===== src/source/ex_pkg.sv =====
// Shared execute-stage types; unit counts must match the port shapes of exec_stage (one mult, one branch)
`default_nettype none

package ex_pkg;

    ////////////////////
    // Widths and counts
    ////////////////////
    localparam int unsigned xlen = 32;
    localparam int unsigned rob_idx_w = 5;
    localparam int unsigned num_alu = 2;
    localparam int unsigned num_mult = 1;
    localparam int unsigned num_branch = 1;
    localparam int unsigned num_fu = num_alu + num_mult + num_branch;
    localparam int unsigned fu_idx_w = $clog2(num_fu);

    // Stages between multiplier issue and result
    localparam int unsigned mult_latency = 4;

    // Markers for select codes with no defined operand
    localparam logic [xlen-1:0] opa_bad = 32'hdeadface;
    localparam logic [xlen-1:0] opb_bad = 32'hfacefeed;

    // Branch conditions, funct3 of the instruction word
    localparam logic [2:0] br_eq = 3'b000;
    localparam logic [2:0] br_ne = 3'b001;
    localparam logic [2:0] br_lt = 3'b100;
    localparam logic [2:0] br_ge = 3'b101;
    localparam logic [2:0] br_ltu = 3'b110;
    localparam logic [2:0] br_geu = 3'b111;

    ////////////////////
    // Encodings
    ////////////////////
    typedef enum logic [3:0] {
        alu_add, alu_sub, alu_and, alu_or, alu_xor, alu_slt, alu_sltu,
        alu_sll, alu_srl, alu_sra, alu_mul, alu_mulhu
    } alu_func_e;

    typedef enum logic [1:0] {fu_alu, fu_mult, fu_branch} fu_type_e;

    typedef enum logic [1:0] {opa_rs1, opa_npc, opa_pc, opa_zero} opa_sel_e;

    typedef enum logic [2:0] {opb_rs2, opb_i_imm, opb_b_imm, opb_u_imm, opb_j_imm} opb_sel_e;

    ////////////////////
    // Packets
    ////////////////////
    typedef struct packed {
        logic                 valid;
        fu_type_e             fu_type;
        logic [fu_idx_w-1:0]  fu_index;
        alu_func_e            alu_func;
        opa_sel_e             opa_sel;
        opb_sel_e             opb_sel;
        logic [31:0]          inst;
        logic [xlen-1:0]      pc;
        logic [xlen-1:0]      npc;
        logic [xlen-1:0]      rs1_value;
        logic [xlen-1:0]      rs2_value;
        logic                 cond_branch;
        logic                 uncond_branch;
        logic [rob_idx_w-1:0] rob_index;
    } issue_packet_t;

    typedef struct packed {
        logic                 valid;
        logic [xlen-1:0]      result;
        logic                 take_branch;
        logic [xlen-1:0]      target;
        logic [rob_idx_w-1:0] rob_index;
    } fu_result_t;

    typedef struct packed {
        logic                 valid;
        fu_type_e             fu_type;
        logic [xlen-1:0]      result;
        logic                 take_branch;
        logic [xlen-1:0]      target;
        logic [rob_idx_w-1:0] rob_index;
    } complete_packet_t;

endpackage

`default_nettype wire


===== src/source/alu_unit.sv =====
// Single-cycle ALU; mul and mulhu steered here give zero, and a new issue overwrites the output
`timescale 1ns/1ps
`default_nettype none

module alu_unit #(
    parameter int unsigned fu_index = 0
) (
    input  logic                      clock,
    input  logic                      rst_n,
    input  logic                      flush,
    input  ex_pkg::issue_packet_t     issue,
    input  logic [ex_pkg::xlen-1:0]   opa,
    input  logic [ex_pkg::xlen-1:0]   opb,
    output ex_pkg::fu_result_t        result
);

    logic accept;
    logic [4:0] shamt;
    logic [ex_pkg::xlen-1:0] value;
    logic valid_q;
    logic [ex_pkg::xlen-1:0] value_q;
    logic [ex_pkg::rob_idx_w-1:0] rob_q;

    // Steered to this ALU only
    assign accept = issue.valid && (issue.fu_type == ex_pkg::fu_alu)
                    && (issue.fu_index == ex_pkg::fu_idx_w'(fu_index));
    assign shamt = opb[4:0];

    always_comb begin
        case (issue.alu_func)
            ex_pkg::alu_add:  value = opa + opb;
            ex_pkg::alu_sub:  value = opa - opb;
            ex_pkg::alu_and:  value = opa & opb;
            ex_pkg::alu_or:   value = opa | opb;
            ex_pkg::alu_xor:  value = opa ^ opb;
            ex_pkg::alu_slt:  value = {31'b0, $signed(opa) < $signed(opb)};
            ex_pkg::alu_sltu: value = {31'b0, opa < opb};
            ex_pkg::alu_sll:  value = opa << shamt;
            ex_pkg::alu_srl:  value = opa >> shamt;
            ex_pkg::alu_sra:  value = $signed(opa) >>> shamt;
            default:          value = '0;
        endcase
    end

    always_ff @(posedge clock or negedge rst_n) begin
        if (!rst_n) begin
            valid_q <= 1'b0;
        end else begin
            valid_q <= accept && !flush;
        end
    end

    always_ff @(posedge clock) begin
        if (accept) begin
            value_q <= value;
            rob_q <= issue.rob_index;
        end
    end

    assign result = '{valid: valid_q, result: value_q, take_branch: 1'b0,
                      target: {ex_pkg::xlen{1'b0}}, rob_index: rob_q};

endmodule

`default_nettype wire


===== src/source/branch_unit.sv =====
// Branch resolution in one cycle; the condition reads rs1/rs2 directly, not the selected operands
`timescale 1ns/1ps
`default_nettype none

module branch_unit #(
    parameter int unsigned fu_index = 0
) (
    input  logic                      clock,
    input  logic                      rst_n,
    input  logic                      flush,
    input  ex_pkg::issue_packet_t     issue,
    input  logic [ex_pkg::xlen-1:0]   opa,
    input  logic [ex_pkg::xlen-1:0]   opb,
    output ex_pkg::fu_result_t        result
);

    logic accept;
    logic cond_holds;
    logic [ex_pkg::xlen-1:0] rs1, rs2;
    logic valid_q;
    logic take_q;
    logic [ex_pkg::xlen-1:0] link_q;
    logic [ex_pkg::xlen-1:0] target_q;
    logic [ex_pkg::rob_idx_w-1:0] rob_q;

    assign accept = issue.valid && (issue.fu_type == ex_pkg::fu_branch)
                    && (issue.fu_index == ex_pkg::fu_idx_w'(fu_index));
    assign rs1 = issue.rs1_value;
    assign rs2 = issue.rs2_value;

    // Condition from funct3
    always_comb begin
        case (issue.inst[14:12])
            ex_pkg::br_eq:  cond_holds = (rs1 == rs2);
            ex_pkg::br_ne:  cond_holds = (rs1 != rs2);
            ex_pkg::br_lt:  cond_holds = ($signed(rs1) < $signed(rs2));
            ex_pkg::br_ge:  cond_holds = ($signed(rs1) >= $signed(rs2));
            ex_pkg::br_ltu: cond_holds = (rs1 < rs2);
            ex_pkg::br_geu: cond_holds = (rs1 >= rs2);
            default:        cond_holds = 1'b0;
        endcase
    end

    always_ff @(posedge clock or negedge rst_n) begin
        if (!rst_n) begin
            valid_q <= 1'b0;
        end else begin
            valid_q <= accept && !flush;
        end
    end

    // Link value is npc, target is the opa/opb sum (pc or rs1 plus offset)
    always_ff @(posedge clock) begin
        if (accept) begin
            take_q <= issue.uncond_branch || (issue.cond_branch && cond_holds);
            link_q <= issue.npc;
            target_q <= opa + opb;
            rob_q <= issue.rob_index;
        end
    end

    assign result = '{valid: valid_q, result: link_q, take_branch: take_q,
                      target: target_q, rob_index: rob_q};

endmodule

`default_nettype wire


===== src/source/completion_arbiter.sv =====
// One buffer per unit with no back-pressure; a result arriving into a full buffer overwrites it
`timescale 1ns/1ps
`default_nettype none

module completion_arbiter (
    input  logic                                        clock,
    input  logic                                        rst_n,
    input  logic                                        flush,
    input  ex_pkg::fu_result_t [ex_pkg::num_alu-1:0]    alu_res,
    input  ex_pkg::fu_result_t                          mult_res,
    input  ex_pkg::fu_result_t                          branch_res,
    output ex_pkg::complete_packet_t                    complete,
    output logic [ex_pkg::num_alu-1:0]                  free_alu,
    output logic                                        free_mult,
    output logic                                        free_branch
);

    localparam int unsigned n = ex_pkg::num_fu;

    ex_pkg::fu_result_t res_all [n];
    ex_pkg::fu_result_t buf_q [n];
    logic [n-1:0] full_q;
    logic [n-1:0] grant_oh;
    logic [ex_pkg::fu_idx_w-1:0] grant_idx;
    logic grant_found;
    logic [n-1:0] free_q;
    logic complete_valid_q;
    ex_pkg::complete_packet_t complete_q;

    // Slot order is also grant priority: ALUs, multiplier, branch
    function automatic ex_pkg::fu_type_e slot_type(input logic [ex_pkg::fu_idx_w-1:0] idx);
        if (idx < ex_pkg::fu_idx_w'(ex_pkg::num_alu)) begin
            return ex_pkg::fu_alu;
        end else if (idx < ex_pkg::fu_idx_w'(ex_pkg::num_alu + ex_pkg::num_mult)) begin
            return ex_pkg::fu_mult;
        end
        return ex_pkg::fu_branch;
    endfunction

    always_comb begin
        for (int i = 0; i < ex_pkg::num_alu; i++) begin
            res_all[i] = alu_res[i];
        end
        res_all[ex_pkg::num_alu] = mult_res;
        res_all[n-1] = branch_res;
    end

    // Fixed priority, lowest slot first
    always_comb begin
        grant_found = 1'b0;
        grant_idx = '0;
        grant_oh = '0;
        for (int i = 0; i < n; i++) begin
            if (full_q[i] && !grant_found) begin
                grant_found = 1'b1;
                grant_idx = ex_pkg::fu_idx_w'(i);
                grant_oh[i] = 1'b1;
            end
        end
    end

    ////////////////////
    // Control
    ////////////////////
    always_ff @(posedge clock or negedge rst_n) begin
        if (!rst_n) begin
            full_q <= '0;
            free_q <= '0;
            complete_valid_q <= 1'b0;
        end else if (flush) begin
            full_q <= '0;
            free_q <= '0;
            complete_valid_q <= 1'b0;
        end else begin
            complete_valid_q <= grant_found;
            free_q <= grant_oh;
            for (int i = 0; i < n; i++) begin
                if (res_all[i].valid) begin
                    full_q[i] <= 1'b1;
                end else if (grant_oh[i]) begin
                    full_q[i] <= 1'b0;
                end
            end
        end
    end

    always_ff @(posedge clock) begin
        for (int i = 0; i < n; i++) begin
            if (res_all[i].valid) begin
                buf_q[i] <= res_all[i];
            end
        end
        if (grant_found) begin
            complete_q <= '{valid: 1'b1, fu_type: slot_type(grant_idx),
                            result: buf_q[grant_idx].result,
                            take_branch: buf_q[grant_idx].take_branch,
                            target: buf_q[grant_idx].target,
                            rob_index: buf_q[grant_idx].rob_index};
        end
    end

    always_comb begin
        complete = complete_q;
        complete.valid = complete_valid_q;
    end

    assign free_alu = free_q[ex_pkg::num_alu-1:0];
    assign free_mult = free_q[ex_pkg::num_alu];
    assign free_branch = free_q[n-1];

endmodule

`default_nettype wire


===== src/source/exec_stage.sv =====
// Execute stage top; the issuer must wait for a unit's free pulse before issuing to it again
`timescale 1ns/1ps
`default_nettype none

module exec_stage (
    input  logic                              clock,
    input  logic                              rst_n,
    input  logic                              flush,
    input  ex_pkg::issue_packet_t             issue,
    output ex_pkg::complete_packet_t          complete,
    output logic [ex_pkg::num_alu-1:0]        free_alu,
    output logic                              free_mult,
    output logic                              free_branch
);

    logic [ex_pkg::xlen-1:0] opa;
    logic [ex_pkg::xlen-1:0] opb;
    ex_pkg::fu_result_t [ex_pkg::num_alu-1:0] alu_res;
    ex_pkg::fu_result_t mult_res;
    ex_pkg::fu_result_t branch_res;

    operand_select u_operand_select (
        .issue (issue),
        .opa   (opa),
        .opb   (opb)
    );

    ////////////////////
    // Functional units
    ////////////////////
    for (genvar g = 0; g < ex_pkg::num_alu; g++) begin : g_alu
        alu_unit #(.fu_index(g)) u_alu (
            .clock  (clock),
            .rst_n  (rst_n),
            .flush  (flush),
            .issue  (issue),
            .opa    (opa),
            .opb    (opb),
            .result (alu_res[g])
        );
    end

    mult_unit #(.fu_index(0)) u_mult (
        .clock  (clock),
        .rst_n  (rst_n),
        .flush  (flush),
        .issue  (issue),
        .opa    (opa),
        .opb    (opb),
        .result (mult_res)
    );

    branch_unit #(.fu_index(0)) u_branch (
        .clock  (clock),
        .rst_n  (rst_n),
        .flush  (flush),
        .issue  (issue),
        .opa    (opa),
        .opb    (opb),
        .result (branch_res)
    );

    completion_arbiter u_arbiter (
        .clock       (clock),
        .rst_n       (rst_n),
        .flush       (flush),
        .alu_res     (alu_res),
        .mult_res    (mult_res),
        .branch_res  (branch_res),
        .complete    (complete),
        .free_alu    (free_alu),
        .free_mult   (free_mult),
        .free_branch (free_branch)
    );

endmodule

`default_nettype wire


===== src/source/mult_unit.sv =====
// Unsigned multiply only (mul, mulhu); fixed depth pipeline, results leave in issue order
`timescale 1ns/1ps
`default_nettype none

module mult_unit #(
    parameter int unsigned fu_index = 0
) (
    input  logic                      clock,
    input  logic                      rst_n,
    input  logic                      flush,
    input  ex_pkg::issue_packet_t     issue,
    input  logic [ex_pkg::xlen-1:0]   opa,
    input  logic [ex_pkg::xlen-1:0]   opb,
    output ex_pkg::fu_result_t        result
);

    localparam int unsigned depth = ex_pkg::mult_latency;

    logic accept;
    logic [2*ex_pkg::xlen-1:0] product;
    logic [ex_pkg::xlen-1:0] product_sel;
    logic [depth-1:0] valid_q;
    logic [ex_pkg::xlen-1:0] value_q [depth];
    logic [ex_pkg::rob_idx_w-1:0] rob_q [depth];

    assign accept = issue.valid && (issue.fu_type == ex_pkg::fu_mult)
                    && (issue.fu_index == ex_pkg::fu_idx_w'(fu_index));

    assign product = {{ex_pkg::xlen{1'b0}}, opa} * {{ex_pkg::xlen{1'b0}}, opb};
    // High half for mulhu, low half otherwise
    assign product_sel = (issue.alu_func == ex_pkg::alu_mulhu) ?
                         product[2*ex_pkg::xlen-1:ex_pkg::xlen] : product[ex_pkg::xlen-1:0];

    ////////////////////
    // Valid chain
    ////////////////////
    always_ff @(posedge clock or negedge rst_n) begin
        if (!rst_n) begin
            valid_q <= '0;
        end else if (flush) begin
            valid_q <= '0;
        end else begin
            valid_q <= {valid_q[depth-2:0], accept};
        end
    end

    // Payload shifts every cycle alongside the valid bits
    always_ff @(posedge clock) begin
        value_q[0] <= product_sel;
        rob_q[0] <= issue.rob_index;
        for (int s = 1; s < depth; s++) begin
            value_q[s] <= value_q[s-1];
            rob_q[s] <= rob_q[s-1];
        end
    end

    assign result = '{valid: valid_q[depth-1], result: value_q[depth-1], take_branch: 1'b0,
                      target: {ex_pkg::xlen{1'b0}}, rob_index: rob_q[depth-1]};

endmodule

`default_nettype wire


===== src/source/operand_select.sv =====
// Operand muxes are purely combinational; undefined select codes give marker patterns, not errors
`timescale 1ns/1ps
`default_nettype none

module operand_select (
    input  ex_pkg::issue_packet_t    issue,
    output logic [ex_pkg::xlen-1:0]  opa,
    output logic [ex_pkg::xlen-1:0]  opb
);

    logic [31:0] inst;
    logic [ex_pkg::xlen-1:0] i_imm, b_imm, u_imm, j_imm;

    assign inst = issue.inst;

    // RV32 immediates, sign extended
    assign i_imm = {{20{inst[31]}}, inst[31:20]};
    assign b_imm = {{19{inst[31]}}, inst[31], inst[7], inst[30:25], inst[11:8], 1'b0};
    assign u_imm = {inst[31:12], 12'b0};
    assign j_imm = {{11{inst[31]}}, inst[31], inst[19:12], inst[20], inst[30:21], 1'b0};

    always_comb begin
        case (issue.opa_sel)
            ex_pkg::opa_rs1:  opa = issue.rs1_value;
            ex_pkg::opa_npc:  opa = issue.npc;
            ex_pkg::opa_pc:   opa = issue.pc;
            ex_pkg::opa_zero: opa = '0;
            default:          opa = ex_pkg::opa_bad;
        endcase
    end

    always_comb begin
        case (issue.opb_sel)
            ex_pkg::opb_rs2:   opb = issue.rs2_value;
            ex_pkg::opb_i_imm: opb = i_imm;
            ex_pkg::opb_b_imm: opb = b_imm;
            ex_pkg::opb_u_imm: opb = u_imm;
            ex_pkg::opb_j_imm: opb = j_imm;
            default:           opb = ex_pkg::opb_bad;
        endcase
    end

endmodule

`default_nettype wire


===== config.mk =====
export PLATFORM = sky130hd
export DESIGN_NAME = exec_stage
export DESIGN_NICKNAME = d
export VERILOG_FILES = /design/src/source/ex_pkg.sv /design/src/source/alu_unit.sv /design/src/source/branch_unit.sv /design/src/source/completion_arbiter.sv /design/src/source/exec_stage.sv /design/src/source/mult_unit.sv /design/src/source/operand_select.sv
export SDC_FILE = /design/constraint.sdc
export NUM_CORES = 2
export LEC_CHECK = 0
export ABC_AREA = 1
export BUFFER_PORTS_ARGS = -buffer_cell sky130_fd_sc_hd__clkbuf_2
export CAP_MARGIN = 20
export CELL_PAD_IN_SITES_DETAIL_PLACEMENT = 1
export CELL_PAD_IN_SITES_GLOBAL_PLACEMENT = 2
export CORE_MARGIN = 5
export CORE_UTILIZATION = 43
export CTS_BUF_LIST = sky130_fd_sc_hd__clkbuf_2
export DETAILED_ROUTE_END_ITERATION = 12
export GPL_TIMING_DRIVEN = 1
export PLACE_DENSITY = 0.9
export SETUP_SLACK_MARGIN = 0.02
export SLEW_MARGIN = 15
export SYNTH_ARGS = -nofsm -noshare
export SYNTH_HDL_FRONTEND = slang
export SYNTH_SLANG_ARGS = --single-unit

===== constraint.sdc =====
create_clock -name clock -period 5.61 [get_ports clock]
set_input_delay 0.561 -clock clock [delete_from_list [all_inputs] [get_ports clock]]
set_output_delay 0.561 -clock clock [all_outputs]
set_load 0.05 [all_outputs]

==> reports/metrics.csv <==
metric,value,unit
fin_crit_sh,122,%
violations,negative setup slack,
drt_iter0_markers,6719,
path_max_fanout,14,
cp-start-kind,primary input,
hold_violations,0,
outcome,finished with violations,
worstSetupPathType,primary input to flop,
grt.total_usage,45.0,%
min-delay-start,issue[146],
fin_crit,6.85,ns
grt_first_pass_wirelength,487000,um
nFillCells,16800,
min_to,g_alu[0].u_alu.value_q[1],
worstSkewPairLatency,1.51,ns
ff2ff_path_depth,10,
cp.required,6.93,ns
num_vias,63400,
nets,10300,
antenna_found_initial,28,
synth-compound-area-share,6.23,%
cp_common_cell,fa_1,
drc,0,
timing.rr.end,u_arbiter.complete[55],
routed_wl,353000,um
ys_seq_elements,561,
via_per_inst,5.84,
die_w,390,um
cts_sinks,561,
avgSynthCellArea,8.34,um^2
clock_path_buffers,3,
std_cell_rows,139,
postSynthCellCount,7429,
die_area,0.152,mm^2
synthMuxAreaShare,0.0162,%
end_kind,flop,
yosys.area_share.simple,21.0,%
dpl_cell_area,0.0744,mm^2
die_y,390,um
overflow,0,
rsz0062_at_grt,yes,
synth_top_family_by_area,adder cells,
cts-buffers-inserted,147,
slowest_stage,fa_1,
synth-xor-area-share,0.396,%
synth_adder_area_share,36.9,%
area_growth,32.1,%
slew_viol_final,0,
cpPeakStageDelay,0.61,ns
drive_gt1_share,26.8,%
setup.reg_to_reg.worst_slack,1.72,ns
fin_skew,0.159,ns
setup_viol,32,
wl_per_cell,32.5,um
async_reset_ff_share,2.85,%
tightestPinTransition,1.18,ns
synth_flop_cell,edfxtp_1,
place_congestion,1.06,
htreeDepth,4,
yosysSeqAreaShare,24.7,%
cts_root_buf,clkbuf_2,
yosys_warnings,0,
maxCapViolCount,0,
grt_pass1_vias,67800,
fmax,0.146,GHz
relSlewSlack,20.6,%
hold_class,primary input to flop,
core-area,0.143,mm^2
arrival,8.17,ns
grt_max_degree,63,
synth_nets,8903,
clk_pin_slew_worst_paths,0.17,ns
synth_edf_count,397,
hold_depth,8,
tritoncts,yes,
io_buffers,253,
ys_types,58,
worstReg2RegStart,u_arbiter.full_q[1],
finalWorstSetupSlack,-1.24,ns
syn-cell-area,0.0619,mm^2
antenna_left,0,
firstDrtPassIters,8,
timing.hold.ws,0.140,ns
hpwlAfterDp,272000,um
ioPinCount,261,
finish.instance_area,0.0818,mm^2
initial_core_util,43.2,%
## logic make-up (layout without fill, tap and decap cells)
logic type / Yosys count / in the layout
flip-flops: 561 / 561
other: 0 / 11
buffers and inverters: 1719 / 3241
AO/OA/AOI/OAI: 673 / 673
adder cells (fa/ha/maj): 1290 / 1290
AND/OR/NAND/NOR: 3157 / 3157
XOR/XNOR: 28 / 28
multiplexers: 1 / 1
## cell usage in the layout, fill, tap and decap left out, types with 148 or more instances in the layout
cell type	count
edfxtp_1	397
nand3_1	479
buf_4	937
inv_1	1295
fa_1	831
a21oi_1	166
ha_1	330
buf_12	156
clkbuf_2	444
dfxtp_1	148
nor2_1	875
nand2_1	1329
o21ai_0	201
## per-layer routing
metal	GRT usage (%)	up-vias	share of wire [%]
met5	0	-	0.029
met4	35.0	16	10
met3	11.5	1425	11
met2	68.0	4281	43
met1	55.1	31800	36
li1	-	25900	-
## sequential cells by signal (all words and copies together), names as in the netlist, 2 cells and up
register / cells
u_branch.target_q: 32
g_alu.u_alu.valid_q: 2
g_alu.u_alu.rob_q: 10
u_mult.valid_q: 4
u_branch.rob_q: 5
u_mult.rob_q: 20
u_branch.link_q: 32
u_mult.value_q: 128
g_alu.u_alu.value_q: 64
u_arbiter.complete: 72
u_arbiter.buf_q: 181
u_arbiter.full_q: 4
u_arbiter.free_q: 4
## what timing repair did
item | 4_1_cts | 5_1_grt
buffers inserted | 145 | 30
endpoints found under the setup margin | 32 | 32
gates resized for setup | 671 | 170
endpoints found under the hold margin | 196 | 0
pin swaps | 239 | 122
hold buffers | 103 | 0
cloned | 6 | 2
## critical path: cells and delay by family
| kind | cells | cell delay, ns |
|---|---|---|
| AND/OR/NAND/NOR | 12 | 1.09 |
| adder cells (fa/ha/maj) | 9 | 4.60 |
| buffers and inverters | 14 | 1.55 |
| AO/OA/AOI/OAI | 2 | 0.27 |
## metrics by stage
step	setup TNS, ns	setup slack (ns)	instances	util, %
3_5_place_dp	-88.93	-3.09	10300	51.9
4_1_cts	-24.18	-0.880	10800	56.4
5_1_grt	-37.30	-1.30	10900	57.1
2_1_floorplan	-48.87	-1.62	7429	-
6_report	-35.75	-1.24	10900	57.1
3_3_place_gp	-86.04	-3.06	10300	51.9
## layout make-up
cell class                      instances  area [um^2]  share of cell area, %
Clock buffer                          194          971                   1.19
Tap cell                             1903         2380                   2.91
Clock inverter                         71          528                  0.645
Inverter                             1419         5470                   6.68
Antenna cell                           11         27.5                 0.0336
Timing Repair Buffer                 1557        13900                   17.0
Sequential cell                       561        15300                   18.7
Multi-Input combinational cell       5149        43300                   52.9
## how the worst max path moves through the flow
stage	startpoint	to	slack [ns]	cells past startpoint
after floorplan	issue[167]	u_mult.value_q[0][4]	-1.62	30
after global placement	issue[167]	u_mult.value_q[0][11]	-3.06	29
after detailed placement	issue[167]	u_mult.value_q[0][11]	-3.09	29
after CTS	issue[167]	u_mult.value_q[0][31]	-0.88	38
after global routing	issue[169]	u_mult.value_q[0][21]	-1.30	39
final	issue[169]	u_mult.value_q[0][26]	-1.24	37
## Yosys cell counts (5+ instances only)
master | count | area share, %
dfxtp_1 | 148 | 4.8
nand4_1 | 50 | 0.51
nor2_2 | 14 | 0.14
nand3b_1 | 13 | 0.16
inv_2 | 29 | 0.18
o21ai_1 | 17 | 0.14
fa_1 | 898 | 29
nor3_1 | 37 | 0.30
o21bai_1 | 21 | 0.25
edfxtp_1 | 397 | 19
a221oi_4 | 5 | 0.21
clkbuf_1 | 162 | 0.98
and3_1 | 7 | 0.071
nand3_1 | 515 | 4.2
inv_1 | 1379 | 8.4
nand2_2 | 6 | 0.061
o22ai_1 | 60 | 0.61
xor2_1 | 24 | 0.34
nor3_2 | 6 | 0.097
a211oi_1 | 10 | 0.12
a31oi_1 | 5 | 0.051
ha_1 | 392 | 7.9
dfrtp_1 | 16 | 0.65
and2_1 | 16 | 0.16
o21a_1 | 6 | 0.073
a21o_1 | 15 | 0.18
or2_2 | 19 | 0.19
o21ai_0 | 259 | 2.1
a21boi_0 | 13 | 0.16
nand2_1 | 1402 | 8.5
clkinv_1 | 11 | 0.067
buf_2 | 105 | 0.85
nor2_1 | 1056 | 6.4
buf_1 | 22 | 0.13
o211ai_1 | 16 | 0.19
buf_4 | 10 | 0.12
a21oi_1 | 221 | 1.8
o221ai_1 | 8 | 0.11
Power is left out: the tool's default activity adds up to more than one toggle a clock period on the data nets, which glitch-free logic cannot reach.
